--- src/hbus_config.svh ---
`ifndef HBUS_CONFIG_SVH
`define HBUS_CONFIG_SVH

// HyperBus native interface widths
`define HBUS_ADDR_W 32
`define HBUS_DATA_W 16

// User word as seen on the queue side
`define HBUS_WORD_W 32

// Beats needed to move one user word
`define HBUS_BEATS (`HBUS_WORD_W / `HBUS_DATA_W)

// Entries per queue
`define HBUS_QDEPTH 4

`endif
--- src/hbus_pkg.sv ---
`include "hbus_config.svh"

package hbus_pkg;

  // Entry of the command queue
  typedef struct packed {
    logic                    is_write;
    logic [`HBUS_ADDR_W-1:0] addr;
  } hbus_cmd_t;

  // A user word, seen whole or as bus beats
  // Beat 0 is the low half and goes out first
  typedef union packed {
    logic [`HBUS_WORD_W-1:0]                    word;
    logic [`HBUS_BEATS-1:0][`HBUS_DATA_W-1:0]   beat;
  } hbus_word_u;

  // Bridge sequencer states
  typedef enum logic [1:0] {
    IDLE,
    WRITE,
    READ,
    PUSH
  } hbus_state_e;

endpackage

--- src/hbus_shift_if.sv ---
`include "hbus_config.svh"

interface hbus_shift_if;
  import hbus_pkg::*;

  // Controls from the sequencer
  logic load_tx;
  logic shift_tx;
  logic capture_rx;
  logic clear_rx;

  // Data returned by the shifter
  logic [`HBUS_DATA_W-1:0] tx_beat;
  hbus_word_u              rx_word;

  modport fsm (
    output load_tx,
    output shift_tx,
    output capture_rx,
    output clear_rx
  );

  modport shifter (
    input  load_tx,
    input  shift_tx,
    input  capture_rx,
    input  clear_rx,
    output tx_beat,
    output rx_word
  );

endinterface

--- src/hbus_fifo.sv ---
`include "hbus_config.svh"

module hbus_fifo (
  input  logic                    clk,
  input  logic                    hbus_rst,
  // User side
  input  logic                    rrq_i,
  input  logic                    wrq_i,
  input  logic [`HBUS_ADDR_W-1:0] adr_i,
  input  logic [`HBUS_WORD_W-1:0] tx_dat_i,
  output logic [`HBUS_WORD_W-1:0] rx_dat_o,
  output logic                    rx_valid_o,
  output logic                    busy_o,
  // HyperBus native memory side
  output logic [`HBUS_ADDR_W-1:0] hbus_adr_o,
  input  logic [`HBUS_DATA_W-1:0] hbus_dat_i,
  output logic [`HBUS_DATA_W-1:0] hbus_dat_o,
  output logic                    hbus_rrq_o,
  output logic                    hbus_wrq_o,
  input  logic                    hbus_ready_i,
  input  logic                    hbus_valid_i,
  input  logic                    hbus_busy_i
);
  import hbus_pkg::*;

  hbus_cmd_t               cmd_wdata;
  hbus_cmd_t               cmd_rdata;
  logic                    cmd_push;
  logic                    cmd_pop;
  logic                    cmd_full;
  logic                    cmd_empty;
  logic                    tx_push;
  logic                    tx_pop;
  logic                    tx_full;
  logic [`HBUS_WORD_W-1:0] tx_rdata;
  logic                    rx_push;
  logic                    rx_pop;
  logic                    rx_empty;
  logic [`HBUS_WORD_W-1:0] rx_rdata;
  logic                    cnt_load;
  logic                    cnt_dec;
  logic                    cnt_last;

  hbus_shift_if shift_bus ();

  // Read strobe wins when both are high
  assign cmd_push           = rrq_i || wrq_i;
  assign tx_push            = wrq_i && !rrq_i;
  assign cmd_wdata.is_write = !rrq_i;
  assign cmd_wdata.addr     = adr_i;

  assign busy_o     = cmd_full || tx_full;
  assign hbus_dat_o = shift_bus.tx_beat;

  hbus_sync_fifo #(.WIDTH($bits(hbus_cmd_t)), .DEPTH(`HBUS_QDEPTH)) u_cmd_q (
    .clk(clk), .hbus_rst(hbus_rst), .push_i(cmd_push), .pop_i(cmd_pop),
    .wdata_i(cmd_wdata), .rdata_o(cmd_rdata), .full_o(cmd_full), .empty_o(cmd_empty)
  );

  hbus_sync_fifo #(.WIDTH(`HBUS_WORD_W), .DEPTH(`HBUS_QDEPTH)) u_tx_q (
    .clk(clk), .hbus_rst(hbus_rst), .push_i(tx_push), .pop_i(tx_pop),
    .wdata_i(tx_dat_i), .rdata_o(tx_rdata), .full_o(tx_full), .empty_o()
  );

  hbus_sync_fifo #(.WIDTH(`HBUS_WORD_W), .DEPTH(`HBUS_QDEPTH)) u_rx_q (
    .clk(clk), .hbus_rst(hbus_rst), .push_i(rx_push), .pop_i(rx_pop),
    .wdata_i(shift_bus.rx_word.word), .rdata_o(rx_rdata), .full_o(), .empty_o(rx_empty)
  );

  hbus_beat_counter u_cnt (
    .clk(clk), .hbus_rst(hbus_rst), .load_i(cnt_load), .dec_i(cnt_dec), .last_o(cnt_last)
  );

  hbus_beat_shifter u_shift (
    .clk(clk), .hbus_rst(hbus_rst), .shift(shift_bus.shifter),
    .tx_word_i(tx_rdata), .hbus_dat_i(hbus_dat_i)
  );

  hbus_fsm u_fsm (
    .clk(clk), .hbus_rst(hbus_rst), .cmd_i(cmd_rdata), .cmd_empty_i(cmd_empty),
    .hbus_ready_i(hbus_ready_i), .hbus_valid_i(hbus_valid_i), .hbus_busy_i(hbus_busy_i),
    .last_i(cnt_last), .cmd_pop_o(cmd_pop), .tx_pop_o(tx_pop), .rx_push_o(rx_push),
    .cnt_load_o(cnt_load), .cnt_dec_o(cnt_dec), .hbus_adr_o(hbus_adr_o),
    .hbus_rrq_o(hbus_rrq_o), .hbus_wrq_o(hbus_wrq_o), .shift(shift_bus.fsm)
  );

  // One word per valid pulse, never two cycles in a row
  assign rx_pop = !rx_empty && !rx_valid_o;

  always_ff @(posedge clk or posedge hbus_rst) begin
    if (hbus_rst) begin
      rx_valid_o <= 1'b0;
    end else begin
      rx_valid_o <= rx_pop;
    end
  end

  always_ff @(posedge clk) begin
    if (rx_pop) begin
      rx_dat_o <= rx_rdata;
    end
  end

endmodule

--- src/hbus_fsm.sv ---
`include "hbus_config.svh"

module hbus_fsm (
  input  logic                    clk,
  input  logic                    hbus_rst,
  input  hbus_pkg::hbus_cmd_t     cmd_i,
  input  logic                    cmd_empty_i,
  input  logic                    hbus_ready_i,
  input  logic                    hbus_valid_i,
  input  logic                    hbus_busy_i,
  input  logic                    last_i,
  output logic                    cmd_pop_o,
  output logic                    tx_pop_o,
  output logic                    rx_push_o,
  output logic                    cnt_load_o,
  output logic                    cnt_dec_o,
  output logic [`HBUS_ADDR_W-1:0] hbus_adr_o,
  output logic                    hbus_rrq_o,
  output logic                    hbus_wrq_o,
  hbus_shift_if.fsm               shift
);
  import hbus_pkg::*;

  hbus_state_e state;
  logic        take_cmd;

  // A command starts only while the memory is free
  assign take_cmd = (state == IDLE) && !cmd_empty_i && !hbus_busy_i;

  always_comb begin
    cmd_pop_o        = 1'b0;
    tx_pop_o         = 1'b0;
    rx_push_o        = 1'b0;
    cnt_load_o       = 1'b0;
    cnt_dec_o        = 1'b0;
    shift.load_tx    = 1'b0;
    shift.shift_tx   = 1'b0;
    shift.capture_rx = 1'b0;
    shift.clear_rx   = 1'b0;
    case (state)
      IDLE: begin
        if (take_cmd) begin
          cmd_pop_o      = 1'b1;
          cnt_load_o     = 1'b1;
          tx_pop_o       = cmd_i.is_write;
          shift.load_tx  = cmd_i.is_write;
          shift.clear_rx = !cmd_i.is_write;
        end
      end
      WRITE: begin
        cnt_dec_o      = hbus_ready_i;
        shift.shift_tx = hbus_ready_i;
      end
      READ: begin
        cnt_dec_o        = hbus_valid_i;
        shift.capture_rx = hbus_valid_i;
      end
      PUSH: rx_push_o = 1'b1;
      default: ;
    endcase
  end

  always_ff @(posedge clk or posedge hbus_rst) begin
    if (hbus_rst) begin
      state      <= IDLE;
      hbus_rrq_o <= 1'b0;
      hbus_wrq_o <= 1'b0;
    end else begin
      case (state)
        IDLE: begin
          if (take_cmd && cmd_i.is_write) begin
            state      <= WRITE;
            hbus_wrq_o <= 1'b1;
          end else if (take_cmd) begin
            state      <= READ;
            hbus_rrq_o <= 1'b1;
          end
        end
        WRITE: begin
          // Request drops on the edge that takes the last beat
          if (hbus_ready_i && last_i) begin
            state      <= IDLE;
            hbus_wrq_o <= 1'b0;
          end
        end
        READ: begin
          if (hbus_valid_i && last_i) begin
            state      <= PUSH;
            hbus_rrq_o <= 1'b0;
          end
        end
        PUSH:    state <= IDLE;
        default: state <= IDLE;
      endcase
    end
  end

  // Address held for the whole transfer
  always_ff @(posedge clk) begin
    if (take_cmd) begin
      hbus_adr_o <= cmd_i.addr;
    end
  end

endmodule

--- src/hbus_beat_shifter.sv ---
`include "hbus_config.svh"

module hbus_beat_shifter (
  input  logic                    clk,
  input  logic                    hbus_rst,
  hbus_shift_if.shifter           shift,
  input  hbus_pkg::hbus_word_u    tx_word_i,
  input  logic [`HBUS_DATA_W-1:0] hbus_dat_i
);
  import hbus_pkg::*;

  localparam int IDX_W = (`HBUS_BEATS > 1) ? $clog2(`HBUS_BEATS) : 1;

  hbus_word_u       tx_q;
  hbus_word_u       rx_q;
  logic [IDX_W-1:0] rx_idx;

  // Transmit side
  // Beat 0 always holds the next beat to send
  always_ff @(posedge clk) begin
    if (shift.load_tx) begin
      tx_q <= tx_word_i;
    end else if (shift.shift_tx) begin
      for (int i = 0; i < `HBUS_BEATS - 1; i++) begin
        tx_q.beat[i] <= tx_q.beat[i+1];
      end
      tx_q.beat[`HBUS_BEATS-1] <= '0;
    end
  end

  assign shift.tx_beat = tx_q.beat[0];

  // Receive side
  // Beats land low half first
  always_ff @(posedge clk) begin
    if (shift.capture_rx) begin
      rx_q.beat[rx_idx] <= hbus_dat_i;
    end
  end

  always_ff @(posedge clk or posedge hbus_rst) begin
    if (hbus_rst) begin
      rx_idx <= '0;
    end else if (shift.clear_rx) begin
      rx_idx <= '0;
    end else if (shift.capture_rx) begin
      rx_idx <= rx_idx + 1'b1;
    end
  end

  assign shift.rx_word = rx_q;

endmodule

--- src/hbus_beat_counter.sv ---
`include "hbus_config.svh"

module hbus_beat_counter (
  input  logic clk,
  input  logic hbus_rst,
  input  logic load_i,
  input  logic dec_i,
  output logic last_o
);

  localparam int CNT_W = $clog2(`HBUS_BEATS + 1);

  // Beats still to move in the current transfer
  logic [CNT_W-1:0] remaining;

  always_ff @(posedge clk or posedge hbus_rst) begin
    if (hbus_rst) begin
      remaining <= '0;
    end else if (load_i) begin
      remaining <= CNT_W'(`HBUS_BEATS);
    end else if (dec_i && (remaining != '0)) begin
      remaining <= remaining - 1'b1;
    end
  end

  // One beat left, so the next accepted beat ends the transfer
  assign last_o = (remaining == CNT_W'(1));

endmodule

--- src/hbus_sync_fifo.sv ---
module hbus_sync_fifo #(
  parameter int WIDTH = 32,
  parameter int DEPTH = 4
) (
  input  logic             clk,
  input  logic             hbus_rst,
  input  logic             push_i,
  input  logic             pop_i,
  input  logic [WIDTH-1:0] wdata_i,
  output logic [WIDTH-1:0] rdata_o,
  output logic             full_o,
  output logic             empty_o
);

  localparam int PTR_W = (DEPTH > 1) ? $clog2(DEPTH) : 1;
  localparam int CNT_W = $clog2(DEPTH + 1);

  logic [WIDTH-1:0] mem [DEPTH];
  logic [PTR_W-1:0] wr_ptr;
  logic [PTR_W-1:0] rd_ptr;
  logic [CNT_W-1:0] count;
  logic             do_push;
  logic             do_pop;

  // Pointer advance with wrap at the last entry
  function automatic logic [PTR_W-1:0] ptr_inc(input logic [PTR_W-1:0] ptr);
    return (ptr == PTR_W'(DEPTH - 1)) ? '0 : ptr + 1'b1;
  endfunction

  // Overflow and underflow requests are ignored
  assign do_push = push_i && !full_o;
  assign do_pop  = pop_i && !empty_o;

  assign full_o  = (count == CNT_W'(DEPTH));
  assign empty_o = (count == '0);

  // Head is visible before it is popped
  assign rdata_o = mem[rd_ptr];

  always_ff @(posedge clk) begin
    if (do_push) begin
      mem[wr_ptr] <= wdata_i;
    end
  end

  always_ff @(posedge clk or posedge hbus_rst) begin
    if (hbus_rst) begin
      wr_ptr <= '0;
      rd_ptr <= '0;
      count  <= '0;
    end else begin
      if (do_push) begin
        wr_ptr <= ptr_inc(wr_ptr);
      end
      if (do_pop) begin
        rd_ptr <= ptr_inc(rd_ptr);
      end
      case ({do_push, do_pop})
        2'b10:   count <= count + 1'b1;
        2'b01:   count <= count - 1'b1;
        default: count <= count;
      endcase
    end
  end

endmodule

--- config.mk ---
export PLATFORM = sky130hd
export DESIGN_NAME = hbus_fifo
export DESIGN_NICKNAME = d
export VERILOG_FILES = /design/src/hbus_pkg.sv /design/src/hbus_shift_if.sv /design/src/hbus_fifo.sv /design/src/hbus_fsm.sv /design/src/hbus_beat_shifter.sv /design/src/hbus_beat_counter.sv /design/src/hbus_sync_fifo.sv
export VERILOG_INCLUDE_DIRS = /design/src
export SDC_FILE = /design/constraint.sdc
export NUM_CORES = 1
export LEC_CHECK = 0
export BUFFER_PORTS_ARGS = -buffer_cell sky130_fd_sc_hd__buf_2
export CAP_MARGIN = 20
export CORE_UTILIZATION = 40
export CTS_BUF_LIST = sky130_fd_sc_hd__clkbuf_16
export DETAILED_ROUTE_END_ITERATION = 10
export PLACE_DENSITY = 0.56
export SLEW_MARGIN = 10
export SYNTH_ARGS = -nofsm -noshare
export SYNTH_HDL_FRONTEND = slang
export SYNTH_SLANG_ARGS = --single-unit
--- constraint.sdc ---
create_clock -name clk -period 9.96 [get_ports clk]
set_clock_uncertainty 0.15 [all_clocks]
set_input_delay 0.498 -clock clk [delete_from_list [all_inputs] [get_ports clk]]
set_output_delay 0.498 -clock clk [all_outputs]
set_load 0.005 [all_outputs]
======== Word-level counts from Yosys, hierarchy flattened ========
Memory sizes are Yosys's and may differ from the RTL's. A register that Yosys moved wholly into a read port is not among the register bits.
Cells that the tools add are included.
storage, ports and cells
  memories ................................ 3
  RAM bits ................................ 388
  logic and storage cells ................. 151
  bits in registers ....................... 125
cells by class
  $lt $le $gt $ge ......................... 2
  reduce and logical (&&, ||, !) cells .... 43
  add/subtract/negate cells ............... 14
  multiplexer cells ....................... 46
  eq/ne operators ......................... 25
memory list
  memory       words  width  read ports  clocked after memory_dff  wr ports  RTL line              RTL
  u_cmd_q.mem  4      33     1           0                         1         hbus_sync_fifo.sv:18  logic [WIDTH-1:0] mem [DEPTH];
  u_rx_q.mem   4      32     1           1                         1         hbus_sync_fifo.sv:18
  u_tx_q.mem   4      32     1           0                         1         hbus_sync_fifo.sv:18
operator list
  operator             number
  $mux 32              2
  $bwmux 32            1
  $mux 2               12
  $eq 2x2->1 const B   11
  $mux 1               22
  $pmux 3 s2           3
  $reduce_bool 2->1    9
  $demux 16 s1         1
  $mux 16              1
  $logic_and 1x1->1    15
  $add 2x1->2 const B  6
  $eq 2x1->1 const B   5
  $logic_not 1->1      10
  $add 3x1->3 const B  3
  $eq 3x3->1 const B   3
  $logic_not 3->1      3
  $sub 3x1->3 const B  3
  $pmux 2 s4           1
  $ne 2x1->1 const B   3
  $pmux 1 s2           3
  $reduce_and 3->1     2
  $ne 2x2->1 const B   2
  $reduce_and 4->1     1
  $ne 3x2->1 const B   1
  other kinds (6)      7

======== Longest topological paths before layout ========
  depth in word-level cells ............... 9
  gate-level depth with buffers ........... 11

======== Modules after synthesis ========
From an unflattened synthesis, not the netlist that was laid out.
unflattened totals
  cell total of the unflattened synthesis .. 880
  area total of the unflattened synthesis .. 20398.3 sq um
modules (own cells, without submodules)
  module                       area an instance (sq um)  instances  cells an instance
  hbus_sync_fifo (u_rx_q ...)  5119.9                    2          209
  hbus_sync_fifo (u_cmd_q)     5267.6                    1          214
  hbus_beat_shifter            2406.1                    1          122
  hbus_fsm                     1323.8                    1          73
  hbus_fifo                    1016.0                    1          39
  hbus_beat_counter            145.1                     1          14

======== Least setup slack after synthesis ========
No wires, ideal clock.
  path type ............................... flip-flop to flip-flop
  start point ............................. register u_fsm.state[0]
  end point ............................... register u_fsm.hbus_adr_o[0] (enable)
  buffers on the path ..................... 0
  data arrival time ....................... 3130 ps
  library setup time ...................... 468 ps
  stages on the path, launching flop included .. 4
  path slack .............................. 6212 ps
  required time ........................... 9342 ps
  cells stage by stage .................... dfrtp_1 -> inv_1 -> ha_1 -> nor3b_1
on the way
  word-level cells in the longest chain between the ends .. 3
RTL lines
  item                            RTL line         RTL
  start, declared                 hbus_fsm.sv:24   hbus_state_e state;
  start signal, assigned          hbus_fsm.sv:65   state <= IDLE;
  start signal, assigned          hbus_fsm.sv:72   state <= WRITE;
  start signal, assigned          hbus_fsm.sv:75   state <= READ;
  $logic_not 2->1                 hbus_fsm.sv:28   assign take_cmd = (state == IDLE) && !cmd_empty_i && !hbus_busy_i;
  $logic_and 1x1->1 (2 in a row)  hbus_fsm.sv:28
  end signal, assigned            hbus_fsm.sv:101  hbus_adr_o <= cmd_i.addr;
  end, declared                   hbus_fsm.sv:17   output logic [`HBUS_ADDR_W-1:0] hbus_adr_o,
No other way between the ends.
A chain may end at the register's enable or synchronous reset.

======== Worst setup path after layout ========
  start point ............................. register u_cmd_q.count[2]
  end point ............................... register u_shift.tx_q[9] (netlist bit) (enable)
on the way
  word-level cells in the longest chain between the ends .. 7
RTL lines
  item                            RTL line                 RTL
  start, declared                 hbus_sync_fifo.sv:21     logic [CNT_W-1:0] count;
  start signal, assigned          hbus_sync_fifo.sv:59     2'b10: count <= count + 1'b1;
  start signal, assigned          hbus_sync_fifo.sv:60     2'b01: count <= count - 1'b1;
  start signal, assigned          hbus_sync_fifo.sv:61     default: count <= count;
  $logic_not 3->1                 hbus_sync_fifo.sv:35     assign empty_o = (count == '0);
  $logic_not 1->1                 hbus_fsm.sv:28
  $logic_and 1x1->1 (2 in a row)  hbus_fsm.sv:28
  $mux 1                          hbus_fsm.sv:42           if (take_cmd) begin
  $mux 1                          hbus_fsm.sv:40           case (state)
  $reduce_bool 2->1 (no line)     --
  end signal, assigned            hbus_beat_shifter.sv:22  tx_q <= tx_word_i;
  end, declared                   hbus_beat_shifter.sv:14  hbus_word_u tx_q;
No other way between the ends.

==> impl_metrics.ini <==
[place]
io_buffer_count = 170
dp_hpwl_mm = 20.3
place_congestion = 0.685
place_area_sq_mm = 0.0216
placed_cells = 1670
dp_slack_ns = 7.09

[cts]
cts_tree = done
path_clk_slew_ns = 0.07
htreeDepth = 2
clock-root-buffer = clkbuf_16
cts_sinks = 545
cts_buffers = 57
cts.repair.resized = 0
clock_latency_ns = 0.62
clockBufferDepth = 3

[power]
p_sw_w = 0.00187
clock_power_share_pct = 30.3
power_frac_seq_pct = 48.6
vdd_drop_max_uv = 144
comb_power_share_pct = 21.2
powerDensity_mw_per_mm2 = 287
power_leakage_nw = 8.40
switching_share_pct = 26.8
power.internal_w = 0.00511

[synth]
muxShareOfSynthArea_pct = 12.6
synth_compound_area_share_pct = 0.462
synth_fa_ha_area_share_pct = 1.80
ys.flop_type = edfxtp_1
synth-edff-count = 516
synth_area_leader_cell = edfxtp_1
synth_xor_area_share_pct = 0.481
yosysTopAreaCellShare_pct = 77.4
synth_top_cells_by_area = edfxtp_1 (77%), mux4_2 (11%), dfrtp_1 (3.6%)
synth_top_family_by_area = multiplexers
synth-async-reset-ratio_pct = 5.32
syn_nets = 980
synth.cell_area_sq_mm = 0.0200
ys_seq_elements = 545
synth_simple_gate_area_share_pct = 1.89
avgSynthCellArea_sq_um = 23.1
synth-seq-area-share_pct = 81.0
netlist_instances = 866
yosysWarnings = 0
ys_types = 37

[setup_path]
startpoint = u_cmd_q.count[2]$_DFFE_PP0P_
worstSetupPathType = flip-flop to flip-flop
arrival_ns = 2.80
crit_family = simple AND/OR/NAND/NOR gates
slowest_stage = nand2_2
crit_path_end = u_shift.tx_q[9]$_DFFE_PP_
worst-path-buf-inv = 1
r2r-end = u_shift.tx_q[9]$_DFFE_PP_
critical_path_required_ns = 9.96
slowest_delay_ns = 0.58
critPathLaunchType = flip-flop
reg2reg_slack_ns = 7.16
worstRegToRegCells = 4
cp_cell_sequence = nor3_1, nand4bb_2, buf_4, nand2_2
worstReg2RegStart = u_cmd_q.count[2]$_DFFE_PP0P_
cp.depth = 4
crit_path_end_kind = flip-flop
crit_path_max_fanout = 38

[layout]
area.growth.synth_to_final_pct = 21.3
final_cell_area_sq_mm = 0.0243
antenna_cells = 0
final_nets = 1260
final_cells = 1853
drive_gt1_share_pct = 34.7

[die]
io_pins = 171
die_y_microns = 226
rows = 81
initial_core_util_pct = 40.7
die_area_sq_mm = 0.0510
coreArea_sq_mm = 0.0492
die-width_microns = 226

[route]
firstDrtPassIters = 4
vias_per_cell = 4.78
remaining_drc_errors = 0
post_drt_wl_per_cell_microns = 19.5
ant_nets = 0
vias = 8862
wl_mm = 36.1
drtIter0Drc = 502

[sta]
fin_crit_ns = 2.80
hold_viol = 0
relSlewSlack_pct = 35.4
setup_tns_ns = 0
drv_slew = 0
setup_viol = 0
rsz0062_at_grt = false
holdWs_ns = 0.0603
tightest_slew_ns = 0.970
fin_ws_ns = 7.16
max_freq_mhz = 357
post-route-period-util_pct = 28.1

[grt]
grt_use_total_pct = 14.5
grt_start_max_net_pins = 39
antenna_found_initial = 3
grt_pass1_vias = 9505
overflow = 0
grt_pass1_wl_mm = 54.9

[hold_path]
hold_depth = 3
hp-class = input port to flip-flop

[job]
maxCapViolations = 0

[outcome]
outcome = finished clean
## through the flow
step	total power, W	util, %
after floorplan	0.00443	-
after global placement	0.00492	43.9
after detailed placement	0.00496	43.9
after CTS	0.00712	49.4
after global routing	0.00735	49.4
final	0.00698	49.4
## worst register-to-register path: stages (launching register included)
cell	delay (ns)
dfrtp_1	0.41
nor3_1	0.47
nand4bb_2	0.26
buf_4	0.43
nand2_2	0.59
## logic make-up (layout without fill, tap and decap cells)
logic type               after synthesis  in the layout
buffers and inverters                 72            395
multiplexers                         126            126
flip-flops                           545            545
AO/OA/AOI/OAI                         16             16
adder cells (fa/ha/maj)               27             27
XOR/XNOR                              11             11
AND/OR/NAND/NOR                       69             69
## how the worst min path moves through the flow
stage                                              from                            to  slack [ns]
global placement    u_shift.shift.rx_word[11]$_DFFE_PP_   u_rx_q.mem[2][11]$_DFFE_PP_        0.32
finish                                     hbus_valid_i  u_fsm.hbus_rrq_o$_DFFE_PP0P_        0.06
global route                               hbus_valid_i  u_fsm.hbus_rrq_o$_DFFE_PP0P_        0.06
detailed placement          u_tx_q.count[0]$_DFFE_PP0P_   u_tx_q.count[0]$_DFFE_PP0P_        0.33
CTS                                        hbus_valid_i  u_fsm.hbus_rrq_o$_DFFE_PP0P_        0.02
floorplan            u_shift.shift.rx_word[0]$_DFFE_PP_    u_rx_q.mem[0][0]$_DFFE_PP_        0.31
## placed cells by master, fill, tap and decap left out, drive strengths merged, types with 8 or more instances in the layout
cell         count
mux2            27
o21ai            8
dfrtp           29
and2            12
nor2            13
inv             43
buf            185
dlygate4sd3     81
clkbuf          57
edfxtp         516
nand2           13
mux4            97
clkinv          18
ha              24
nor2b           16
## synth_stat cells, types with 4 or more instances
library cell  instances
dfrtp_1              29
nor2_1               12
nor2b_1              16
buf_4                17
mux4_2               97
nand3_1               4
o21ai_0               7
edfxtp_1            516
clkbuf_1             14
nand2_1              13
xnor2_1               4
inv_1                27
mux2_2               25
and2_1               12
ha_1                 24
xor2_1                7
buf_2                12
## flip-flops by register name, indices dropped and copies added (netlist names), 3 cells and up
| name | count |
|---|---|
| u_fsm.hbus_adr_o | 32 |
| rx_dat_o | 32 |
| u_rx_q.count | 3 |
| u_cmd_q.count | 3 |
| u_rx_q.mem | 128 |
| u_cmd_q.mem | 132 |
| u_shift.shift.rx_word | 32 |
| u_tx_q.mem | 128 |
| u_shift.tx_q | 32 |
| u_tx_q.count | 3 |
## final cells by class
cell class,instances,area [sq um]
clock buffers,57,1430
clock inverters,45,463
fillers,4006,24900
inverters,27,101
multi-input cells,249,3470
flip-flops and latches,545,16200
well taps,664,831
repair buffers,266,1770
## power by group through the flow
| stage | combinational, W | clock [W] | sequential, W |
|---|---|---|---|
| 2_1_floorplan | 0.00109 | 0 | 0.00334 |
| 3_3_place_gp | 0.00149 | 0 | 0.00343 |
| 3_5_place_dp | 0.00151 | 0 | 0.00345 |
| 4_1_cts | 0.00154 | 0.00218 | 0.00340 |
| 5_1_grt | 0.00164 | 0.00226 | 0.00345 |
| 6_report | 0.00148 | 0.00211 | 0.00339 |
## what timing repair did
action                    in CTS  in global routing
buffers inserted               0                  0
hold endpoints to repair     317                  0
hold buffers                  81                  0
## metal layers
metal / GRT usage [%] / vias up / share of wire, %
li1: - / 4045 / -
met1: 18.4 / 4571 / 43
met2: 24.6 / 179 / 50
met3: 3.67 / 61 / 4.8
met4: 4.17 / 6 / 1.9
met5: 0 / - / 0.11
Power figures use the tool's default switching activity.
